## src/rob_defines.svh

```systemverilog
/*
 * Reorder buffer configuration
 * Slot count, datapath widths and exception tag width
 */

`ifndef ROB_DEFINES_SVH
`define ROB_DEFINES_SVH

// log2 of the slot count
`define ROB_DEPTH_W 3

// Result data width
`define ROB_DW 32

// Architectural register address width
`define ROB_REG_AW 5

// Word-address PC width
`define ROB_PC_W 30

// Exception tag width
`define ROB_TAG_W 4

`endif
```

## src/rob_pkg.sv

```systemverilog
/*
 * Reorder buffer types
 * Payloads of the dispatch, writeback, commit and operand lookup paths
 */

`include "rob_defines.svh"

package rob_pkg;

   typedef logic [`ROB_DEPTH_W-1:0] rob_id_t;

   // Dispatched instruction
   typedef struct packed {
      logic [`ROB_PC_W-1:0]   pc;
      logic [`ROB_PC_W-1:0]   pred_tgt;
      logic                   rd_we;
      logic [`ROB_REG_AW-1:0] rd_addr;
      logic [`ROB_REG_AW-1:0] rs1_addr;
      logic [`ROB_REG_AW-1:0] rs2_addr;
   } disp_req_t;

   // Result from a functional unit
   typedef struct packed {
      rob_id_t                id;
      logic [`ROB_DW-1:0]     data;
      logic [`ROB_TAG_W-1:0]  tag;
   } wb_req_t;

   // Oldest entry on its way out
   typedef struct packed {
      rob_id_t                id;
      logic [`ROB_PC_W-1:0]   pc;
      logic [`ROB_PC_W-1:0]   pred_tgt;
      logic                   rd_we;
      logic [`ROB_REG_AW-1:0] rd_addr;
      logic [`ROB_DW-1:0]     data;
      logic [`ROB_TAG_W-1:0]  tag;
   } commit_t;

   // prod_id only means something while the operand is pending
   typedef struct packed {
      logic                   in_arf;
      logic                   in_rob;
      logic [`ROB_DW-1:0]     data;
      rob_id_t                prod_id;
   } operand_t;

   typedef struct packed {
      logic                   rd_we;
      logic [`ROB_REG_AW-1:0] rd_addr;
   } slot_meta_t;

endpackage

```

## src/rob_top.sv

```systemverilog
/*
 * Reorder buffer top level
 * Control, entry storage and operand lookup
 */

`timescale 1ns/10ps
`include "rob_defines.svh"

module rob_top
(
   input  logic                clk,
   input  logic                rst,
   input  logic                flush,
   input  logic                disp_valid,
   input  rob_pkg::disp_req_t  disp,
   input  logic                wb_valid,
   input  rob_pkg::wb_req_t    wb,
   input  logic                commit_accept,
   output rob_pkg::rob_id_t    disp_id,
   output rob_pkg::operand_t   rs1,
   output rob_pkg::operand_t   rs2,
   output logic                commit_valid,
   output rob_pkg::commit_t    commit,
   output logic                credit_ret
);

   import rob_pkg::*;

   localparam int DEPTH = 1 << `ROB_DEPTH_W;

   logic                          alloc_en;
   rob_id_t                       head_id;
   rob_id_t                       tail_id;
   logic                          wb_en;
   logic [DEPTH-1:0]              slot_valid;
   logic [DEPTH-1:0]              slot_done;
   slot_meta_t [DEPTH-1:0]        slot_meta;
   logic [DEPTH-1:0][`ROB_DW-1:0] slot_data;

   rob_ctrl u_ctrl (
      .clk           (clk),
      .rst           (rst),
      .flush         (flush),
      .disp_valid    (disp_valid),
      .wb_valid      (wb_valid),
      .wb_id         (wb.id),
      .commit_accept (commit_accept),
      .alloc_en      (alloc_en),
      .alloc_id      (disp_id),
      .head_id       (head_id),
      .tail_id       (tail_id),
      .wb_en         (wb_en),
      .slot_valid    (slot_valid),
      .slot_done     (slot_done),
      .commit_valid  (commit_valid),
      .credit_ret    (credit_ret)
   );

   rob_entry_array u_array (
      .clk        (clk),
      .alloc_en   (alloc_en),
      .alloc_id   (disp_id),
      .disp       (disp),
      .wb_en      (wb_en),
      .wb         (wb),
      .head_id    (head_id),
      .slot_meta  (slot_meta),
      .slot_data  (slot_data),
      .head_entry (commit)
   );

   rob_operand_lookup u_lookup (
      .disp       (disp),
      .tail_id    (tail_id),
      .slot_valid (slot_valid),
      .slot_done  (slot_done),
      .slot_meta  (slot_meta),
      .slot_data  (slot_data),
      .wb_valid   (wb_valid),
      .wb         (wb),
      .rs1        (rs1),
      .rs2        (rs2)
   );

endmodule

```

## src/rob_operand_lookup.sv

```systemverilog
/*
 * Operand lookup for a dispatching instruction
 * Finds the youngest older producer of each source in the ROB and
 * reports ARF, ROB data (with writeback bypass) or pending slot
 */

`timescale 1ns/10ps
`include "rob_defines.svh"

module rob_operand_lookup
(
   input  rob_pkg::disp_req_t                              disp,
   input  rob_pkg::rob_id_t                                tail_id,
   input  logic [(1 << `ROB_DEPTH_W)-1:0]                  slot_valid,
   input  logic [(1 << `ROB_DEPTH_W)-1:0]                  slot_done,
   input  rob_pkg::slot_meta_t [(1 << `ROB_DEPTH_W)-1:0]   slot_meta,
   input  logic [(1 << `ROB_DEPTH_W)-1:0][`ROB_DW-1:0]     slot_data,
   input  logic                                            wb_valid,
   input  rob_pkg::wb_req_t                                wb,
   output rob_pkg::operand_t                               rs1,
   output rob_pkg::operand_t                               rs2
);

   import rob_pkg::*;

   localparam int DEPTH = 1 << `ROB_DEPTH_W;

   // Walk back from tail-1; the first hit is the youngest writer.
   // At i == DEPTH the index wraps to the tail, i.e. the head of a full ROB
   function automatic operand_t find_src(input logic [`ROB_REG_AW-1:0] src);
      operand_t res;
      logic     found;
      rob_id_t  id;
      res.in_arf  = 1'b1;
      res.in_rob  = 1'b0;
      res.data    = '0;
      res.prod_id = '0;
      found       = 1'b0;
      for (int i = 1; i <= DEPTH; i++)
      begin
         id = tail_id - rob_id_t'(i);
         if (!found && slot_valid[id] && slot_meta[id].rd_we &&
             (slot_meta[id].rd_addr == src))
         begin
            found       = 1'b1;
            res.in_arf  = 1'b0;
            res.prod_id = id;
            // Result arriving this cycle
            if (wb_valid && (wb.id == id))
            begin
               res.in_rob = 1'b1;
               res.data   = wb.data;
            end
            else if (slot_done[id])
            begin
               res.in_rob = 1'b1;
               res.data   = slot_data[id];
            end
         end
      end
      return res;
   endfunction

   always_comb
   begin
      rs1 = find_src(disp.rs1_addr);
      rs2 = find_src(disp.rs2_addr);
   end

endmodule

```

## src/rob_entry_array.sv

```systemverilog
/*
 * Reorder buffer storage
 * Dispatch fields written at allocation, result and tag at writeback;
 * head entry and per-slot destination and data read out
 */

`timescale 1ns/10ps
`include "rob_defines.svh"

module rob_entry_array
(
   input  logic                                                clk,
   input  logic                                                alloc_en,
   input  rob_pkg::rob_id_t                                    alloc_id,
   input  rob_pkg::disp_req_t                                  disp,
   input  logic                                                wb_en,
   input  rob_pkg::wb_req_t                                    wb,
   input  rob_pkg::rob_id_t                                    head_id,
   output rob_pkg::slot_meta_t [(1 << `ROB_DEPTH_W)-1:0]       slot_meta,
   output logic [(1 << `ROB_DEPTH_W)-1:0][`ROB_DW-1:0]         slot_data,
   output rob_pkg::commit_t                                    head_entry
);

   import rob_pkg::*;

   localparam int DEPTH = 1 << `ROB_DEPTH_W;

   logic [`ROB_PC_W-1:0]  pc_q   [DEPTH];
   logic [`ROB_PC_W-1:0]  tgt_q  [DEPTH];
   slot_meta_t            meta_q [DEPTH];
   logic [`ROB_DW-1:0]    data_q [DEPTH];
   logic [`ROB_TAG_W-1:0] tag_q  [DEPTH];

   // Fields from dispatch
   always_ff @(posedge clk)
   begin
      if (alloc_en)
      begin
         pc_q[alloc_id]           <= disp.pc;
         tgt_q[alloc_id]          <= disp.pred_tgt;
         meta_q[alloc_id].rd_we   <= disp.rd_we;
         meta_q[alloc_id].rd_addr <= disp.rd_addr;
      end
   end

   // Fields from writeback
   always_ff @(posedge clk)
   begin
      if (wb_en)
      begin
         data_q[wb.id] <= wb.data;
         tag_q[wb.id]  <= wb.tag;
      end
   end

   // Every slot visible to the operand lookup
   always_comb
   begin
      for (int i = 0; i < DEPTH; i++)
      begin
         slot_meta[i] = meta_q[i];
         slot_data[i] = data_q[i];
      end
   end

   // Head read port for commit
   always_comb
   begin
      head_entry.id       = head_id;
      head_entry.pc       = pc_q[head_id];
      head_entry.pred_tgt = tgt_q[head_id];
      head_entry.rd_we    = meta_q[head_id].rd_we;
      head_entry.rd_addr  = meta_q[head_id].rd_addr;
      head_entry.data     = data_q[head_id];
      head_entry.tag      = tag_q[head_id];
   end

endmodule

```

## src/rob_ctrl.sv

```systemverilog
/*
 * Reorder buffer control
 * Head and tail pointers, per-slot valid and done bits,
 * commit handshake, flush and dispatch credit return
 */

`timescale 1ns/10ps
`include "rob_defines.svh"

module rob_ctrl
(
   input  logic                            clk,
   input  logic                            rst,
   input  logic                            flush,
   input  logic                            disp_valid,
   input  logic                            wb_valid,
   input  rob_pkg::rob_id_t                wb_id,
   input  logic                            commit_accept,
   output logic                            alloc_en,
   output rob_pkg::rob_id_t                alloc_id,
   output rob_pkg::rob_id_t                head_id,
   output rob_pkg::rob_id_t                tail_id,
   output logic                            wb_en,
   output logic [(1 << `ROB_DEPTH_W)-1:0]  slot_valid,
   output logic [(1 << `ROB_DEPTH_W)-1:0]  slot_done,
   output logic                            commit_valid,
   output logic                            credit_ret
);

   localparam int ID_W = `ROB_DEPTH_W;

   // Extra MSB tells full from empty
   logic [ID_W:0] head_ptr;
   logic [ID_W:0] tail_ptr;
   logic [ID_W:0] occupancy;
   logic          empty;
   logic          pop;

   assign occupancy = tail_ptr - head_ptr;
   assign empty     = (occupancy == '0);

   assign head_id  = head_ptr[ID_W-1:0];
   assign tail_id  = tail_ptr[ID_W-1:0];
   assign alloc_id = tail_id;

   // Dispatcher holds credits, so a dispatch never meets a full ROB
   assign alloc_en = disp_valid;

   // Drop stray writebacks to empty slots
   assign wb_en = wb_valid & slot_valid[wb_id];

   assign commit_valid = ~empty & slot_valid[head_id] & slot_done[head_id];
   assign pop          = commit_valid & commit_accept;

   always_ff @(posedge clk)
   begin
      if (rst || flush)
      begin
         head_ptr <= '0;
         tail_ptr <= '0;
      end
      else
      begin
         if (alloc_en)
            tail_ptr <= tail_ptr + 1'b1;
         if (pop)
            head_ptr <= head_ptr + 1'b1;
      end
   end

   // Allocation last, it owns a freshly reused slot
   always_ff @(posedge clk)
   begin
      if (rst || flush)
      begin
         slot_valid <= '0;
         slot_done  <= '0;
      end
      else
      begin
         if (pop)
         begin
            slot_valid[head_id] <= 1'b0;
            slot_done[head_id]  <= 1'b0;
         end
         if (wb_en)
            slot_done[wb_id] <= 1'b1;
         if (alloc_en)
         begin
            slot_valid[tail_id] <= 1'b1;
            slot_done[tail_id]  <= 1'b0;
         end
      end
   end

   // One credit back per committed entry, lost on flush
   always_ff @(posedge clk)
   begin
      if (rst)
         credit_ret <= 1'b0;
      else
         credit_ret <= pop & ~flush;
   end

endmodule

```

## config.mk

```make
export PLATFORM = sky130hd
export DESIGN_NAME = rob_top
export DESIGN_NICKNAME = d
export VERILOG_FILES = /design/src/rob_pkg.sv /design/src/rob_top.sv /design/src/rob_operand_lookup.sv /design/src/rob_entry_array.sv /design/src/rob_ctrl.sv
export VERILOG_INCLUDE_DIRS = /design/src
export SDC_FILE = /design/constraint.sdc
export NUM_CORES = 2
export LEC_CHECK = 0
export BUFFER_PORTS_ARGS = -buffer_cell sky130_fd_sc_hd__buf_4
export CORE_UTILIZATION = 62
export CTS_CLUSTER_DIAMETER = 80
export DETAILED_ROUTE_END_ITERATION = 8
export GPL_ROUTABILITY_DRIVEN = 0
export PLACE_DENSITY_LB_ADDON = 0.05
export SLEW_MARGIN = 25
export SYNTH_ARGS = -nofsm -noshare
export SYNTH_HDL_FRONTEND = slang
export SYNTH_HIERARCHICAL = 1
export SYNTH_SLANG_ARGS = --single-unit
```

## constraint.sdc

```tcl
create_clock -name clk -period 6.9 [get_ports clk]
set_clock_uncertainty 0.15 [all_clocks]
set_input_delay 1.035 -clock clk [delete_from_list [all_inputs] [get_ports clk]]
set_output_delay 1.035 -clock clk [all_outputs]
set_load 0.01 [all_outputs]
```

After elaboration in Yosys (flattened, before gate mapping) --
Memories as Yosys holds them, arrays and structs flattened. A register that Yosys moved wholly into a read port is not among the register bits. Index checks and enable logic that the tools add are counted.
Word-level totals: memories kept 5, RAM bits 816, bits of input ports 121, register bits after elaboration 25
Operators by class: equal/unequal tests 24, order comparisons 13, multiplexer cells 158, $add $sub $neg 10, bitwise logic cells 14, reduce and logical (&&, ||, !) cells 72
Memories:
- u_array.data_q | depth 8, width 32, read ports 9, clocked after memory_dff 1, wr ports 1, line rob_entry_array.sv:31 | logic [`ROB_DW-1:0] data_q [DEPTH];
- u_array.pc_q | depth 8, width 30, read ports 1, clocked after memory_dff 1, wr ports 1, line rob_entry_array.sv:28 | logic [`ROB_PC_W-1:0] pc_q [DEPTH];
- u_array.tgt_q | depth 8, width 30, read ports 1, clocked after memory_dff 1, wr ports 1, line rob_entry_array.sv:29 | logic [`ROB_PC_W-1:0] tgt_q [DEPTH];
- u_array.meta_q | depth 8, width 6, read ports 9, clocked after memory_dff 1, wr ports 1, line rob_entry_array.sv:30 | slot_meta_t meta_q [DEPTH];
- u_array.tag_q | depth 8, width 4, read ports 1, clocked after memory_dff 1, wr ports 1, line rob_entry_array.sv:32 | logic [`ROB_TAG_W-1:0] tag_q [DEPTH];
Operators by type and width (count):
- two-way mux 33 bit | 30
- binary-select mux 32 bit (select 3 bit) | 8
- two-way mux 37 bit | 16
- two-way mux 32 bit | 8
- binary-select mux 6 bit (select 3 bit) | 8
- == test 5 bit | 16
- two-way mux 8 bit | 8
- binary-select mux 1 bit (select 3 bit) | 19
- logical AND 1 bit | 56
- two-way mux 6 bit | 8
- less-than comparator 3 x 4 -> 1 bit (second input constant) | 10
- two-way mux 1 bit | 40
- two-way mux 3 bit | 10
- bitwise AND 8 bit | 3
- == test 3 bit | 8
- NOT 8 bit | 2
- bitwise OR 8 bit | 2
- logical NOT 1 bit | 14
- subtractor 3 bit (second input constant) | 4
- demux 1 bit (select 3 bit) | 3
- >= comparator 3 x 1 -> 1 bit (second input constant) | 3
- adder 4 x 1 -> 4 bit (second input constant) | 2
- subtractor 3 x 2 -> 3 bit (second input constant) | 2
- bitwise AND 1 bit | 5
- 5 further kinds | 6

Depth between registers and ports, before layout --
word-level depth 41, depth in mapped cells 19

By module --
Netlist, hierarchy kept.
Modules (own cells, without submodules):
- rob_entry_array | cells an instance 1208, instances 1, area each 30939.7 µm², seq. area each 24503.5 µm²
- rob_operand_lookup | cells an instance 2383, instances 1, area each 20462.1 µm², seq. area each 0.0 µm²
- rob_ctrl | cells an instance 177, instances 1, area each 1480.2 µm², seq. area each 500.5 µm²

Worst setup path before layout --
Ideal clock, no wire load.
path type input-to-reg, from input disp_valid, to memory u_array/meta_q[0][0] (netlist name) (enable), required time 6179 ps, setup slack 473 ps, arrival time 5705 ps, buffers on the path 1, stages on the path 3, cell sequence buf_4 > nand2b_1 > nor3_1
On the way: word-level cells in the longest chain between the ends 2
RTL lines:
- start: declaration | line rob_top.sv:14 | input logic disp_valid,
- two-way mux 1 bit | line rob_entry_array.sv:37 | if (alloc_en)
- two-way mux 1 bit (not written as such) | line rob_entry_array.sv:42 | meta_q[alloc_id].rd_addr <= disp.rd_addr;
- end: declaration | line rob_entry_array.sv:30
Every way passes these cells.

==> impl_metrics.py <==
metrics = {
    "floorplan": {
        "initial_standard_cell_utilization_of_the_core_pct": 62.9,
        "die_area_um2": 86500,
        "floorplan.core_area_um2": 84100,
        "num_rows": 106,
        "die_w_um": 294,
        "die_span_in_y_um": 294,
        "boundaryPins": 305,
    },
    "synth": {
        "ys.flop_type": "edfxtp_1",
        "syn_area_um2": 52900,
        "async_flop_share_pct": 0,
        "synth.ff_latch_count": 841,
        "area_share_of_and_or_nand_nor_cells_after_synthesis_pct": 7.21,
        "synth_adder_area_share_pct": 0.166,
        "netlist_cell_types": 95,
        "synth_enable_flop_cells": 816,
        "synth.mux.area_fraction_pct": 31.1,
        "post_synth_xor_area_fraction_pct": 1.73,
        "sequential_area_share_after_synthesis_pct": 47.3,
        "synthCells": 3768,
        "post_synth.cell_area_avg_um2": 14.0,
        "largest_family_of_logic_cells_by_synthesized_area": "multiplexers",
        "synth_nets": 3896,
        "post_synthesis_compound_gate_area_fraction_pct": 8.40,
        "synth-warning-count": 6,
    },
    "timing": {
        "final-max-slew-violation-count": 0,
        "fmax_mhz": 145,
        "worstMarginPinSlew_ps": 1050,
        "relSlewSlack_pct": 30.2,
        "share_of_the_clock_period_used_by_the_worst_path_pct": 99.6,
        "fin_setup_tns_ps": 0,
        "setup_repair_after_global_routing_missed_its_margin": "false",
        "setup_viol": 0,
        "hold_violations": 0,
        "worst_hold_slack_ps": 344,
        "period_minus_slack_ps": 6870,
        "layout_setup_ws_ps": 26.6,
    },
    "power_and_ir_drop": {
        "pwr_density_cell_nw_per_um2": 193,
        "p_total_mw": 11.4,
        "power_leakage_nw": 18.6,
        "worst_ir_drop_vdd_mv": 0.274,
    },
    "run_status": {
        "status": "finished with violations",
        "violations": "DRC",
    },
    "cells_and_area": {
        "layout_commonest_cell": "edfxtp_1",
        "drive_above_1_share_pct": 31.9,
        "multi_input_area_um2": 26100,
        "syn_to_final_growth_pct": 11.4,
        "regArea_um2": 25000,
        "most_used_cells_in_the_layout_excluding_fill_and_tap_cells": "edfxtp_1, mux4_2, buf_4",
        "finish.net_count": 4018,
        "num-fill-cells": 5569,
    },
    "setup_path": {
        "timing.critical_path.arrival_ps": 5690,
        "r2r_cells": 11,
        "worst_path_max_delay_cell": "xnor2_2",
        "setup.worst_path.start": "u_ctrl/tail_ptr[2]",
        "worstSetupEndpointType": "primary output",
        "worst-path-max-fanout": 35,
        "setup.reg_to_reg.worst_slack_ps": 3230,
        "timing.rr.start": "u_ctrl/tail_ptr[0]",
        "crit_required_ps": 5710,
        "critical_path.startpoint_type": "flop",
        "worst-setup-path-type": "reg -> out",
        "cpPeakStageDelay_ps": 790,
        "worst_r2r_endpoint": "u_ctrl/head_ptr[3]",
        "critPathMostFrequentCell": "buf_4",
        "worstPathCellList": "buf_4 > xnor2_2 > buf_4 > mux2i_1 > xnor2_1 > nand3_1 > o31ai_1 > nand3_1 > nand4_2 > buf_4 > nor2b_1 > a221oi_1 > nand3_1 > buf_4",
    },
    "clocking": {
        "root_buffer": "clkbuf_16",
        "clk_pin_slew_ps": 60,
        "clock_tree.htree_level_count": 3,
        "cts_max_path_buffers": 3,
        "clock_latency_ps": 710,
        "cts_inserted_buffers": 88,
        "tritoncts_num_sinks": 841,
        "clock_tree_from_tritoncts": "yes",
        "cts_hold_buffers": 0,
    },
    "global_routing": {
        "grt-ovfl-total": 0,
        "wire_length_of_the_first_global_routing_pass_mm": 240,
        "antenna_found_initial": 10,
        "grt_use_total_pct": 37.4,
        "number_of_global_route_vias_before_repair": 38040,
        "grt_start_max_net_pins": 144,
    },
    "routing": {
        "wl_mm": 162,
        "routed_via_density": 7.58,
        "drt_iter0_markers": 5907,
        "drt_drc_violations_left": 2,
        "routed-via-count": 38642,
        "routed_wire_length_per_instance_um": 31.8,
        "route.antenna.remaining_nets": 0,
        "detail_route.first_pass.iterations": 9,
    },
    "min_path": {
        "hold_path_class": "reg -> reg",
        "worstHoldEndpoint": "u_ctrl/head_ptr[3]",
        "cell_depth_of_the_worst_min_delay_path": 2,
        "hp-start": "u_ctrl/head_ptr[3]",
    },
    "job": {
        "timing.max_cap.violations": 0,
    },
    "placed_design": {
        "detailedPlacementHpwl_mm": 101,
        "post-place-ws_ps": 808,
        "port_buffers": 304,
    },
}
==> report_power, final <==
| group | switching [mW] | internal, mW |
|---|---|---|
| Combinational | 0.569 | 0.419 |
| Sequential | 0.0192 | 5.64 |
| Clock | 2.06 | 2.68 |
==> cells by family (layout without fill, tap and decap cells) <==
group | Yosys count | count (layout)
mux | 967 | 967
flops | 841 | 841
simple gates | 796 | 797
compound gates | 641 | 641
buf+inv | 414 | 604
xor+xnor | 102 | 102
fa+ha+maj | 7 | 7
other cells | 0 | 2
==> timing repair <==
item,in CTS,in global routing
setup buffers,0,3
resized for setup,0,8
endpoints found under the setup margin,0,23
==> area by class of cell <==
| class | count | share of cell area [%] |
|---|---|---|
| clock buffer | 106 | 3.92 |
| timing repair buffer | 418 | 5.64 |
| multi-input combinational | 2514 | 44.3 |
| sequential | 841 | 42.5 |
| tap | 1134 | 2.41 |
| antenna | 2 | 0.00849 |
| inverter | 27 | 0.174 |
| clock inverter | 53 | 1.03 |
==> through the flow <==
stage / util, % / instances / cell area, um^2
after floorplan: - / 3768 / 52900
after global placement: 66.4 / 4928 / 55900
after detailed placement: 66.5 / 4929 / 55900
after CTS: 69.9 / 5088 / 58800
after global routing: 70.1 / 5095 / 58900
final: 70.1 / 5095 / 58900
==> worst max path at each step <==
stage / depth (start not counted) / slack [ps] / to
2_1_floorplan: 3 / 470 / u_array/meta_q[0][0]
3_3_place_gp: 12 / 890 / rs2[26]
3_5_place_dp: 13 / 810 / rs2[32]
4_1_cts: 13 / 40 / rs2[32]
5_1_grt: 14 / 10 / rs2[6]
6_report: 14 / 30 / rs2[6]
==> cells in the mapped netlist (11+ instances only) <==
cell / count / share of area (%)
mux2i_1: 339 / 6.4
dfxtp_1: 25 / 0.95
a221oi_1: 90 / 1.5
nand3_1: 79 / 0.75
xnor2_1: 59 / 0.98
buf_1: 42 / 0.30
nand2b_1: 34 / 0.40
a22oi_1: 14 / 0.20
and3_1: 22 / 0.26
clkbuf_1: 149 / 1.1
a211oi_1: 23 / 0.33
o211ai_1: 12 / 0.17
inv_1: 21 / 0.15
mux2_2: 64 / 1.4
a21oi_1: 204 / 1.9
nor2b_1: 37 / 0.44
nor3_1: 117 / 1.1
mux4_2: 519 / 22
a31oi_1: 16 / 0.19
o21ai_0: 24 / 0.23
buf_6: 22 / 0.47
buf_2: 109 / 1.0
xor2_1: 40 / 0.66
o2bb2ai_1: 11 / 0.18
buf_4: 58 / 0.82
nand2_1: 290 / 2.1
mux2_4: 42 / 1.2
nand4_1: 31 / 0.37
o31ai_1: 170 / 2.4
nor2_1: 129 / 0.92
edfxtp_1: 816 / 46
==> state kept, by name (all words and copies together), names as in the netlist, 8 cells and up <==
name,count
u_array/data_q,256
u_array/meta_q,48
u_array/pc_q,240
u_array/tag_q,32
u_array/tgt_q,240
u_ctrl/slot_done,8
u_ctrl/slot_valid,8
==> metal layers <==
| metal | up-vias | GRT usage (%) | wire length [um] |
|---|---|---|---|
| li1 | 15638 | - | - |
| met1 | 18979 | 48.5 | 56500 |
| met2 | 3190 | 57.7 | 74400 |
| met3 | 817 | 9.86 | 20800 |
| met4 | 18 | 20.5 | 10200 |
| met5 | - | 1.19 | 256 |
==> critical path: cells and delay by family, from the launching register on <==
family / cells / cell delay [ps]
buffers and inverters: 4 / 1600
and+or+nand+nor: 5 / 1230
xor gates and xnor gates: 2 / 950
DFF: 1 / 500
AOI/OAI and AO/OA: 2 / 340
muxes: 1 / 300
Power figures use the tool's default switching activity.
